`src/include/fetch_cfg.svh`:
```
`ifndef FETCH_CFG_SVH
`define FETCH_CFG_SVH

// pc register starts one word early, so the first sequential fetch is 0x1C000000
`define FETCH_RESET_PC 32'h1BFF_FFFC

// instruction tlb geometry
`define ITLB_ENTRIES   4
`define ITLB_IDX_W     2

`endif

```
`src/fetch_pkg.sv`:
```
`include "fetch_cfg.svh"

package fetch_pkg;

    typedef logic [`ITLB_IDX_W-1:0] tlb_idx_t;

    // branch result from execute
    typedef struct packed {
        logic        stall;     // branch not resolved yet
        logic        taken;
        logic [31:0] target;
    } br_bus_t;

    typedef struct packed {
        logic ex;
        logic ertn;
        logic refetch;
    } wb_redirect_t;

    typedef struct packed {
        logic [31:0] eentry;
        logic [31:0] era;
        logic [31:0] refetch_pc;
        logic [31:0] dmw0;
        logic [31:0] dmw1;
        logic [31:0] crmd;      // plv 1:0, da 3, pg 4
    } csr_view_t;

    // 4 KB pages only, even/odd pair per entry
    typedef struct packed {
        logic [18:0] vppn;
        logic [9:0]  asid;
        logic        g;
        logic [19:0] ppn0;
        logic [19:0] ppn1;
        logic        v0;
        logic        v1;
        logic [1:0]  plv0;
        logic [1:0]  plv1;
    } tlb_entry_t;

    typedef struct packed {
        logic        found;
        logic        v;
        logic [1:0]  plv;
        logic [19:0] ppn;
    } tlb_result_t;

    typedef struct packed {
        logic        tlbr;
        logic        pif;
        logic        ppi;
        logic        refetch_needed;
        logic        adef;
        logic [31:0] inst;
        logic [31:0] pc;
    } fs_to_ds_t;

    typedef struct packed {
        logic        valid;
        logic [31:0] addr;
    } inst_req_t;

endpackage

```
`src/dmw_translator.sv`:
```
module dmw_translator (
    input  fetch_pkg::csr_view_t csr,
    input  logic [31:0]          va,
    output logic                 use_tlb,
    output logic [31:0]          pa
);
    logic [1:0] plv;
    logic       da;
    logic       win0_hit;
    logic       win1_hit;

    assign plv = csr.crmd[1:0];
    assign da  = csr.crmd[3];

    // each window holds plv enables in 3:0, pseg in 27:25 and vseg in 31:29
    assign win0_hit = (csr.dmw0[31:29] == va[31:29]) && csr.dmw0[plv];
    assign win1_hit = (csr.dmw1[31:29] == va[31:29]) && csr.dmw1[plv];

    always_comb
    begin
        use_tlb = 1'b0;
        pa      = va;           // direct address mode
        if (!da)
        begin
            if (win0_hit)
                pa = {csr.dmw0[27:25], va[28:0]};
            else if (win1_hit)
                pa = {csr.dmw1[27:25], va[28:0]};
            else
                use_tlb = 1'b1; // no window hit so the tlb translates
        end
    end

    // software must never leave both translation modes enabled
    always_comb
    begin
        a_da_pg_exclusive: assert (!(csr.crmd[3] && csr.crmd[4]))
            else $error("dmw_translator: crmd has da and pg both set");
    end

endmodule

```
`src/fetch_stage.sv`:
```
`include "fetch_cfg.svh"

module fetch_stage (
    input  logic                    clk,
    input  logic                    reset,
    input  logic                    ds_allowin,
    input  fetch_pkg::br_bus_t      br_bus,
    input  fetch_pkg::wb_redirect_t wb_redirect,
    input  fetch_pkg::csr_view_t    csr,
    input  logic                    csr_critical_change,
    output logic [31:0]             next_pc,
    input  logic                    use_tlb,
    input  logic [31:0]             dmw_pa,
    input  fetch_pkg::tlb_result_t  tlb_res,
    output fetch_pkg::inst_req_t    inst_req,
    input  logic                    inst_addr_ok,
    input  logic                    inst_data_ok,
    input  logic [31:0]             inst_rdata,
    output logic                    fs_to_ds_valid,
    output fetch_pkg::fs_to_ds_t    fs_to_ds
);
    // one-hot state bit positions
    localparam int S_ACC     = 0;   // wait for addr_ok
    localparam int S_DATA    = 1;   // wait for data or for decode to take it
    localparam int S_DATA_BR = 2;   // wait for data of a redirect target
    localparam int S_ACC_RD  = 3;   // redirect target held, wait for addr_ok
    localparam int S_DROP    = 4;   // stale fetch in flight

    logic [4:0]  state;
    logic [4:0]  state_nxt;
    logic        fs_valid;
    logic [31:0] fs_pc;
    logic        fs_adef;
    logic        fs_tlbr;
    logic        fs_pif;
    logic        fs_ppi;
    logic        fs_refetch;
    logic [31:0] pend_pc;
    logic        buf_valid;
    logic [31:0] buf_inst;
    logic        br_taken;
    logic        wb_any;
    logic        redirect;
    logic        pending;
    logic        handshake;
    logic        fs_allowin;
    logic        fs_ready_go;
    logic        deliver;

    assign br_taken = br_bus.taken && !br_bus.stall;
    assign wb_any   = wb_redirect.ex || wb_redirect.ertn || wb_redirect.refetch;
    assign redirect = wb_any || br_taken;
    assign pending  = state[S_ACC_RD] || state[S_DROP];

    // writeback outranks everything and a held target outranks a new branch
    always_comb
    begin
        if (wb_redirect.refetch)
            next_pc = csr.refetch_pc;
        else if (wb_redirect.ex)
            next_pc = csr.eentry;
        else if (wb_redirect.ertn)
            next_pc = csr.era;
        else if (pending)
            next_pc = pend_pc;
        else if (br_taken)
            next_pc = br_bus.target;
        else
            next_pc = fs_pc + 32'd4;
    end

    always_ff @(posedge clk)
    begin
        pend_pc <= next_pc;     // holds itself while pending
    end

    assign fs_ready_go    = buf_valid || inst_data_ok;
    assign fs_to_ds_valid = fs_valid && fs_ready_go && !redirect;
    assign deliver        = fs_to_ds_valid && ds_allowin;
    assign fs_allowin     = !fs_valid || deliver || redirect;

    assign inst_req.valid = fs_allowin && (state[S_ACC] || state[S_ACC_RD]) && !br_bus.stall;
    assign inst_req.addr  = use_tlb ? {tlb_res.ppn, next_pc[11:0]} : dmw_pa;
    assign handshake      = inst_req.valid && inst_addr_ok;

    always_ff @(posedge clk)
    begin
        if (reset)
            fs_valid <= 1'b0;
        else if (handshake)
            fs_valid <= 1'b1;
        else if (redirect || deliver)
            fs_valid <= 1'b0;
    end

    always_ff @(posedge clk)
    begin
        if (reset)
            fs_pc <= `FETCH_RESET_PC;
        else if (handshake)
            fs_pc <= next_pc;
    end

    // flags ride along with the accepted pc
    always_ff @(posedge clk)
    begin
        if (handshake)
        begin
            fs_adef    <= next_pc[1:0] != 2'b00;
            fs_tlbr    <= use_tlb && !tlb_res.found;
            fs_pif     <= use_tlb && tlb_res.found && !tlb_res.v;
            fs_ppi     <= use_tlb && tlb_res.found && tlb_res.v && (csr.crmd[1:0] > tlb_res.plv);
            fs_refetch <= csr_critical_change;
        end
    end

    always_ff @(posedge clk)
    begin
        if (reset)
            buf_valid <= 1'b0;
        else if (deliver || redirect)
            buf_valid <= 1'b0;
        else if (inst_data_ok && fs_valid && !ds_allowin)
            buf_valid <= 1'b1;  // park it while decode stalls
    end

    always_ff @(posedge clk)
    begin
        if (inst_data_ok)
            buf_inst <= inst_rdata;
    end

    always_comb
    begin
        state_nxt = '0;
        unique case (1'b1)
            state[S_ACC]:
                if (handshake)
                    state_nxt[redirect ? S_DATA_BR : S_DATA] = 1'b1;
                else
                    state_nxt[redirect ? S_ACC_RD : S_ACC] = 1'b1;
            state[S_DATA]:
                if (redirect)
                    state_nxt[(buf_valid || inst_data_ok) ? S_ACC_RD : S_DROP] = 1'b1;
                else
                    state_nxt[deliver ? S_ACC : S_DATA] = 1'b1;
            state[S_DATA_BR]:
                if (redirect)
                    state_nxt[inst_data_ok ? S_ACC_RD : S_DROP] = 1'b1;
                else
                    state_nxt[inst_data_ok ? S_ACC : S_DATA_BR] = 1'b1;
            state[S_ACC_RD]:
                state_nxt[handshake ? S_DATA_BR : S_ACC_RD] = 1'b1;
            default:
                state_nxt[inst_data_ok ? S_ACC_RD : S_DROP] = 1'b1;  // swallow stale data
        endcase
    end

    always_ff @(posedge clk)
    begin
        if (reset)
            state <= 5'b00001;
        else
            state <= state_nxt;
    end

    assign fs_to_ds.tlbr           = fs_tlbr;
    assign fs_to_ds.pif            = fs_pif;
    assign fs_to_ds.ppi            = fs_ppi;
    assign fs_to_ds.refetch_needed = fs_refetch;
    assign fs_to_ds.adef           = fs_adef;
    assign fs_to_ds.inst           = buf_valid ? buf_inst : inst_rdata;
    assign fs_to_ds.pc             = fs_pc;

    // the drop state is left only once the stale data has come back
    a_no_req_in_drop: assert property (@(posedge clk) disable iff (reset)
        state[S_DROP] && !inst_data_ok |=> !inst_req.valid)
        else $error("fetch_stage: request issued while a stale fetch is in flight");

    a_parked_stable: assert property (@(posedge clk) disable iff (reset)
        fs_to_ds_valid && !ds_allowin |=> redirect || (fs_to_ds_valid && $stable(fs_to_ds)))
        else $error("fetch_stage: parked instruction changed before decode took it");

endmodule

```
`src/fetch_top.sv`:
```
`include "fetch_cfg.svh"

module fetch_top (
    input  logic                    clk,
    input  logic                    reset,
    input  logic                    ds_allowin,
    input  fetch_pkg::br_bus_t      br_bus,
    input  fetch_pkg::wb_redirect_t wb_redirect,
    input  fetch_pkg::csr_view_t    csr,
    input  logic                    csr_critical_change,
    input  logic [9:0]              csr_asid,
    input  logic                    tlb_we,
    input  logic [`ITLB_IDX_W-1:0]  tlb_windex,
    input  fetch_pkg::tlb_entry_t   tlb_wentry,
    output fetch_pkg::inst_req_t    inst_req,
    input  logic                    inst_addr_ok,
    input  logic                    inst_data_ok,
    input  logic [31:0]             inst_rdata,
    output logic                    fs_to_ds_valid,
    output fetch_pkg::fs_to_ds_t    fs_to_ds
);
    import fetch_pkg::*;

    logic [31:0] next_pc;   // virtual
    logic        use_tlb;
    logic [31:0] dmw_pa;
    tlb_result_t tlb_res;

    fetch_stage u_fetch_stage (
        .clk                 (clk),
        .reset               (reset),
        .ds_allowin          (ds_allowin),
        .br_bus              (br_bus),
        .wb_redirect         (wb_redirect),
        .csr                 (csr),
        .csr_critical_change (csr_critical_change),
        .next_pc             (next_pc),
        .use_tlb             (use_tlb),
        .dmw_pa              (dmw_pa),
        .tlb_res             (tlb_res),
        .inst_req            (inst_req),
        .inst_addr_ok        (inst_addr_ok),
        .inst_data_ok        (inst_data_ok),
        .inst_rdata          (inst_rdata),
        .fs_to_ds_valid      (fs_to_ds_valid),
        .fs_to_ds            (fs_to_ds)
    );

    dmw_translator u_dmw_translator (
        .csr     (csr),
        .va      (next_pc),
        .use_tlb (use_tlb),
        .pa      (dmw_pa)
    );

    itlb_lookup u_itlb_lookup (
        .clk      (clk),
        .reset    (reset),
        .asid     (csr_asid),
        .vppn     (next_pc[31:13]),
        .va_bit12 (next_pc[12]),
        .we       (tlb_we),
        .windex   (tlb_windex),
        .wentry   (tlb_wentry),
        .result   (tlb_res)
    );

endmodule

```
`src/itlb_lookup.sv`:
```
`include "fetch_cfg.svh"

module itlb_lookup (
    input  logic                   clk,
    input  logic                   reset,
    input  logic [9:0]             asid,
    input  logic [18:0]            vppn,
    input  logic                   va_bit12,
    input  logic                   we,
    input  logic [`ITLB_IDX_W-1:0] windex,
    input  fetch_pkg::tlb_entry_t  wentry,
    output fetch_pkg::tlb_result_t result
);
    import fetch_pkg::*;

    tlb_entry_t               entries [`ITLB_ENTRIES];
    logic [`ITLB_ENTRIES-1:0] entry_valid;
    logic [`ITLB_ENTRIES-1:0] match;
    tlb_idx_t                 hit_idx;
    tlb_entry_t               hit;

    always_ff @(posedge clk)
    begin
        if (reset)
            entry_valid <= '0;
        else if (we)
            entry_valid[windex] <= 1'b1;
    end

    always_ff @(posedge clk)
    begin
        if (we)
            entries[windex] <= wentry;
    end

    // global entries match under any asid
    always_comb
    begin
        hit_idx = '0;
        for (int i = 0; i < `ITLB_ENTRIES; i++)
        begin
            match[i] = entry_valid[i] && (entries[i].vppn == vppn)
                       && (entries[i].g || (entries[i].asid == asid));
            if (match[i])
                hit_idx = tlb_idx_t'(i);
        end
    end

    assign hit = entries[hit_idx];

    // va bit 12 picks the odd or even half of the pair
    assign result.found = |match;
    assign result.v     = va_bit12 ? hit.v1   : hit.v0;
    assign result.plv   = va_bit12 ? hit.plv1 : hit.plv0;
    assign result.ppn   = va_bit12 ? hit.ppn1 : hit.ppn0;

    a_single_match: assert property (@(posedge clk) disable iff (reset) $onehot0(match))
        else $error("itlb_lookup: several entries match vppn %h", vppn);

endmodule

```
`config.mk`:
```
export PLATFORM = sky130hd
export DESIGN_NAME = fetch_top
export DESIGN_NICKNAME = d
export VERILOG_FILES = /design/src/fetch_pkg.sv /design/src/dmw_translator.sv /design/src/fetch_stage.sv /design/src/fetch_top.sv /design/src/itlb_lookup.sv
export VERILOG_INCLUDE_DIRS = /design/src /design/src/include
export SDC_FILE = /design/constraint.sdc
export NUM_CORES = 1
export LEC_CHECK = 0
export ABC_AREA = 1
export BUFFER_PORTS_ARGS = -buffer_cell sky130_fd_sc_hd__buf_2
export CAP_MARGIN = 10
export CORE_ASPECT_RATIO = 1.25
export CORE_MARGIN = 1.5
export CORE_UTILIZATION = 50
export DETAILED_ROUTE_END_ITERATION = 8
export GPL_ROUTABILITY_DRIVEN = 0
export MAX_ROUTING_LAYER = met4
export PLACE_DENSITY = 0.85
export SYNTH_ARGS = -nofsm -noshare
export SYNTH_HDL_FRONTEND = slang
export SYNTH_SLANG_ARGS = --single-unit
```
`constraint.sdc`:
```
create_clock -name clk -period 7.9 [get_ports clk]
set_input_delay 1.185 -clock clk [delete_from_list [all_inputs] [get_ports clk]]
set_output_delay 1.185 -clock clk [all_outputs]
set_load 0.01 [all_outputs]
```
# Word-level counts from Yosys, hierarchy flattened
# Memory sizes are Yosys's and may differ from the RTL's.
# Cells that the tools add are included.
[word_totals]
reg_bits = 112
ramBits = 304
in_bits = 356
output_inout_bits = 103
word_cells = 152
mem_count = 1
[op_classes]
addsub = 1
n_lt_le_gt_ge = 18
eq_ne = 10
n_mux = 54
n_bitwise = 1
reduce_logical = 55
[mem_list]
columns = ["memory", "words", "word_bits", "rd", "rd_clocked_by_memory_dff", "write_ports", "line_no", "rtl"]
rows = [
  ["u_itlb_lookup.entries", 4, 76, 5, 0, 1, "itlb_lookup.sv:16", "tlb_entry_t entries [`ITLB_ENTRIES];"],
]
[ops]
columns = ["operator", "n"]
rows = [
  ["32-bit 2-to-1 mux", 10],
  ["32-bit by 1-bit >= comparator with 1-bit output (second input constant)", 7],
  ["32-bit by 5-bit < comparator with 1-bit output (second input constant)", 7],
  ["19-bit equality test", 4],
  ["10-bit equality test", 4],
  ["32-bit by 3-bit adder with 32-bit output (second input constant)", 1],
  ["1-bit logical AND", 32],
  ["1-bit demux with 3-bit select", 7],
  ["1-bit 2-to-1 mux", 21],
  ["20-bit 2-to-1 mux", 1],
  ["5-bit one-hot mux with 4 select lines", 1],
  ["5-bit 2-to-1 mux", 3],
  ["1-bit logical OR", 13],
  ["2-bit 2-to-1 mux", 6],
  ["3-bit equality test", 2],
  ["1-bit logical NOT", 6],
  ["2-bit by 6-bit < comparator with 1-bit output (second input constant)", 1],
  ["3-bit 2-to-1 mux", 2],
  ["1-bit binary-select mux with 2-bit select", 2],
  ["4-bit OR", 1],
  ["2-bit nonzero test", 2],
  ["4-bit OR reduction", 1],
  ["2-bit by 3-bit < comparator with 1-bit output (second input constant)", 1],
  ["1-bit demux with 2-bit select", 1],
  ["other kinds (3)", 3],
]

# Longest topological paths before layout
[logic_depth]
word_depth = 17
ltp_mapped = 31
ltp_nobuf = 29

# Cells and area by module
# Synthesis repeated with hierarchy kept, for this count alone.
[unflattened]
cells_unflattened = 2524
hier_area_um2 = 21424.3
[modules_own_cells]
columns = ["mod", "n_inst", "cells_per_inst", "area_per_inst_um2", "seq_area_each_um2"]
rows = [
  ["itlb_lookup", 1, 1463, 14277.4, 9208.8],
  ["fetch_stage", 1, 953, 6541.3, 2532.4],
  ["dmw_translator", 1, 108, 605.6, 0.0],
]

# Least setup slack after synthesis
# OpenSTA, ideal clock, no wires.
[synth_timing]
kind = "in2reg"
startpoint = "input tlb_windex[0]"
endpoint = "memory u_itlb_lookup.entries[2][0] (netlist bit), enable pin"
setup_time_ns = 0.607
arrival_ns = 6.520
required_time_ns = 7.293
path_slack_ns = 0.773
stages = 1
n_path_buf = 0
path_cell_list = "nor3_1"
[synth_rtl]
columns = ["item", "line_no", "rtl"]
rows = [
  ["start: declaration", "fetch_top.sv:13", "input logic [`ITLB_IDX_W-1:0] tlb_windex,"],
  ["end: declaration", "itlb_lookup.sv:16", ""],
]
# Straight into the memory's write port.

==> results by stage <==
Yosys:
- The number of flip-flops and latches in the synthesized netlist is 416.
- The cell area after technology mapping is 0.02071 mm².
- The prevailing post-synth register cell is sky130_fd_sc_hd__edfxtp_1.
- The cell count after synthesis is 2,311.
- The proportion of synthesized flip-flops having asynchronous set or reset is 0%.
- Synthesis instantiated 56 different standard cells from the library.
- After synthesis, flip-flops and latches occupy 56.69% of the total area.
- Counting every net in the synthesized netlist gives 2,670.
- The count of yosys warnings during synthesis is 0.
- The average instance area after synthesis is 8.963 µm².
- The number of synthesized flops with an enable pin is 341.

Job:
- The tool flagged a number of max-cap violations equal to 0.

Setup path:
- The endpoint required time on the critical path is 6.71 ns.
- The kind of end point of the critical path is a primary output.
- The startpoint type of the worst setup path is an input pin.
- The cell family with the largest share of critical-path delay is simple AND/OR/NAND/NOR gates.
- The critical path's slowest cell is sky130_fd_sc_hd__a221oi_1.
- Among the stages of the critical path, the cell type that occurs most often is sky130_fd_sc_hd__nand2_1.
- The category of the most critical setup path is input pin to primary output.
- The critical path arrival is 5.86 ns.
- For this run, the slowest stage of the critical path takes 0.74 ns.
- The critical path goes through buf_2 > nor2_4 > a221oi_1 > nand2_1 > nand2_1 > o21ai_1 > nor2_1 > nand2_1 > nor2_2 > nand3_2 > nand2_2 > buf_12 > o21ai_1 > o21ai_1 > nand2_1 > nand3_1 > buf_2.
- Of all nets on the critical path, the largest fanout is 82.
- The number of buffers and inverters on the critical path is 3.

Die:
- The number of standard-cell rows in the floorplan is 83.
- Once the floorplan was initialized, standard cells occupied 50.49% of the core.
- The core area is 0.04102 mm².
- The die is 230.6 µm tall.
- The floorplan step set the die width to 185.0 µm.
- The floorplan step defined a die boundary enclosing 0.04266 mm².
- 459 I/O pins were placed.

Routing:
- After detailed routing, the number of remaining DRC violations is 0.
- The routed via count is 18,247.
- For this block, the initial DRC count from the detailed router was 1,998.
- For this run, the detailed router's first-pass iteration total came to 6.
- The final antenna-violating net count is 0.
- In the final routed layout, each cell accounts on average for 20.25 µm.
- The routed via count divided by cell count is 5.575.
- The final layout contains routed wiring with a total length of 66,270 µm.

GRT:
- Across every metal layer, demand over resource in global routing totals 31.48%.
- The initial antenna violation count came to 25.
- The via count of the first global-routing pass is 17,487.
- The leftover overflow at the end of global routing is 0.
- Entering global routing, the biggest net connects 83 pins.
- The first-pass GRT wire length is 97,740 µm.

Placed design:
- The total instance count after detailed placement is 3,172.
- The HPWL after detailed placement is 46,520 µm.
- The number of port buffers is 385.

Final layout:
- Excluding fillers, the count of instances in the completed layout stands at 3,273.
- After the last flow step, the layout net total stands at 3,023.
- The area growth from synthesis to layout is 18.15%.
- The top cell types in the final layout, fill and taps aside, are sky130_fd_sc_hd__nand2_1 (682), sky130_fd_sc_hd__buf_2 (385), sky130_fd_sc_hd__edfxtp_1 (341), sky130_fd_sc_hd__inv_1 (240), sky130_fd_sc_hd__nor2_1 (206).
- Of the cells placed in the final design, the portion with a size suffix greater than 1 is 21.76%.
- Leaving out fill and tap cells, the most frequent cell in the layout is sky130_fd_sc_hd__nand2_1.
- After filler insertion, the fill cell instance count of the layout stands at 3,376.

STA:
- The number of failing setup endpoints in the final timing report is 0.
- The number of endpoints with negative hold slack in the final report is 0.
- Setup total negative slack on the finished layout was measured at 0 ns.
- At the pin with the least slew margin, the transition time is 0.9634 ns.
- Static timing analysis puts the maximum clock frequency at 141.9 MHz.
- Setup repair after global routing left no endpoint under its margin.
- The final clock period utilization by the worst path is 89.22%.
- The relative slew slack is 35.70%.
- The clock arrives with 0.01811 ns of skew.
- The clock period minus worst slack is 7.049 ns.
- The number of pins exceeding their max-slew limit in the final report is 0.

Clocking:
- The H-tree level count is 2.
- The total CTS buffers is 42.
- The number of buffers inserted for hold repair after clock tree synthesis is 0.
- The CTS tree is done.
- The maximum clock path buffer count is 3.
- The clock drives 416 sinks.
- Buffers added to address setup during post-CTS repair amount to 0.
- Post-CTS repair changed the size of 0 cells.
- The clock-pin slew reported for the worst setup and hold paths after clock tree synthesis is 0.06 ns.
- Clock tree synthesis selected as its root buffer the cell sky130_fd_sc_hd__clkbuf_16.
- The clock latency on the worst-skew pair is 0.58 ns.

Power and ir drop:
- The power density over the cells is 222.8 mW/mm².
- The maximum resistive drop on vdd is 0.2123 mV.
- The total leakage power is 10.89 nW.

Min path:
- The worst min-delay path class is flop to flop.

Run status:
- The run finished with clean final reports.
## state kept, by name, summed over array words and instances, names as in the netlist
signal,count
u_fetch_stage.buf_inst,32
u_fetch_stage.buf_valid,1
u_fetch_stage.fs_adef,1
u_fetch_stage.fs_pc,32
u_fetch_stage.fs_pif,1
u_fetch_stage.fs_ppi,1
u_fetch_stage.fs_refetch,1
u_fetch_stage.fs_tlbr,1
u_fetch_stage.fs_valid,1
u_fetch_stage.pend_pc,32
u_fetch_stage.state,5
u_itlb_lookup.entries,304
u_itlb_lookup.entry_valid,4
## Yosys cell counts (all sizes together) (2+ instances only)
cell type | number | area share (%)
a211oi | 6 | 0.24
a21oi | 92 | 2.2
a221oi | 19 | 0.80
a22o | 2 | 0.085
a22oi | 2 | 0.072
a31oi | 4 | 0.12
and2 | 2 | 0.060
and3 | 3 | 0.091
buf | 61 | 2.2
clkbuf | 42 | 0.77
clkinv | 3 | 0.054
dfxtp | 75 | 7.2
edfxtp | 341 | 49
ha | 3 | 0.18
inv | 252 | 4.6
nand2 | 720 | 14
nand3 | 124 | 3.1
nand3b | 43 | 1.6
nand4 | 14 | 0.42
nor2 | 225 | 4.6
nor3 | 17 | 0.51
nor3b | 2 | 0.072
nor4 | 3 | 0.091
o2111ai | 3 | 0.13
o211ai | 14 | 0.51
o21a | 5 | 0.18
o21ai | 136 | 3.3
o21bai | 5 | 0.18
o22ai | 5 | 0.15
o31ai | 4 | 0.14
or2 | 23 | 0.69
xnor2 | 24 | 1.0
xor2 | 28 | 1.2
## metrics by stage
stage | hold WS (ns) | power, W | util [%] | setup slack (ns) | instance area (µm²)
5_1_grt | 0.5059 | 0.005631 | 59.65 | 0.6722 | 24470
3_3_place_gp | 0.4454 | 0.003367 | 55.97 | 1.203 | 22960
4_1_cts | 0.4701 | 0.005446 | 59.51 | 1.024 | 24410
6_report | 0.4679 | 0.005453 | 59.66 | 0.8514 | 24470
2_1_floorplan | 0.4339 | 0.003082 | - | 0.7729 | 20710
3_5_place_dp | 0.4548 | 0.003397 | 55.97 | 1.091 | 22960
## logic make-up (layout without fill, tap and decap cells)
kind of cell | count (synthesis) | after routing | share of synthesized area, %
and+or+nand+nor | 1177 | 1177 | 24.86
DFF | 416 | 416 | 56.69
buffers and inverters | 358 | 744 | 7.575
AOI/OAI and AO/OA | 305 | 305 | 8.500
xor gates and xnor gates | 52 | 52 | 2.199
adders and majority gates | 3 | 3 | 0.1812
other | 0 | 24 | 0
## power by group
part,leakage (nW),switching [W],internal [W]
combinational,6.41,0.000548,0.000270
sequential,3.78,0.0000610,0.00250
clock,0.703,0.000902,0.00117
total,10.9,0.00151,0.00394
## area by class of cell
type | count | area, µm² | share of cell area (%)
Antenna cell | 24 | 60.06 | 0.2454
Clock buffer | 49 | 1119 | 4.571
Timing Repair Buffer | 412 | 2142 | 8.753
Multi-Input combinational cell | 1537 | 7430 | 30.36
Inverter | 255 | 957.2 | 3.911
Tap cell | 552 | 690.7 | 2.822
Clock inverter | 28 | 332.8 | 1.360
Sequential cell | 416 | 11740 | 47.98
## worst reg2reg max path, cell delays in order (launching register included)
cell and delay [ns]:
sky130_fd_sc_hd__dfxtp_1 0.44, sky130_fd_sc_hd__ha_1 0.29, sky130_fd_sc_hd__nand2_2 0.09, sky130_fd_sc_hd__nor2_4 0.23, sky130_fd_sc_hd__nand3_1 0.24, sky130_fd_sc_hd__clkinv_1 0.11, sky130_fd_sc_hd__nand2_1 0.05, sky130_fd_sc_hd__nand2_1 0.05
sky130_fd_sc_hd__nand3_1 0.06, sky130_fd_sc_hd__nand2_1 0.09, sky130_fd_sc_hd__nand2_1 0.06, sky130_fd_sc_hd__nand2_1 0.08, sky130_fd_sc_hd__nand2_1 0.29, sky130_fd_sc_hd__inv_1 0.27, sky130_fd_sc_hd__nor2_1 0.07, sky130_fd_sc_hd__nor2_1 0.08
sky130_fd_sc_hd__nand2_1 0.07, sky130_fd_sc_hd__nor2_2 0.17, sky130_fd_sc_hd__nand3_2 0.48, sky130_fd_sc_hd__buf_4 0.46, sky130_fd_sc_hd__o31ai_1 0.14, sky130_fd_sc_hd__o21ai_0 0.15, sky130_fd_sc_hd__ha_1 0.31, sky130_fd_sc_hd__a21oi_1 0.06
sky130_fd_sc_hd__a21oi_1 0.17, sky130_fd_sc_hd__nand3_1 0.10, sky130_fd_sc_hd__nor2_1 0.16
## path summary, 6_finish.rpt
kind / slack [ns] / endpoint / start / depth (start not counted)
worst max-delay path: 0.85 / inst_req[18] / wb_redirect[2] / 17
worst min-delay path: 0.47 / u_itlb_lookup.entry_valid[2] / u_itlb_lookup.entry_valid[2] / 1
worst max register to register: 2.98 / u_fetch_stage.fs_ppi / u_fetch_stage.fs_pc[3] / 26
worst min register to register: 0.47 / u_itlb_lookup.entry_valid[2] / u_itlb_lookup.entry_valid[2] / 1
## routing by layer
| layer | share of wire (%) | global-route usage [%] | wire, µm | vias to the layer above |
|---|---|---|---|---|
| met3 | 10 | 8.030 | 6889 | 241 |
| met5 | 0 | - | 0 | - |
| met4 | 5.6 | 16.57 | 3702 | 0 |
| met1 | 35 | 34.37 | 23040 | 8518 |
| li1 | - | - | - | 8370 |
| met2 | 49 | 52.60 | 32630 | 1118 |
Power figures use the tool's default switching activity.
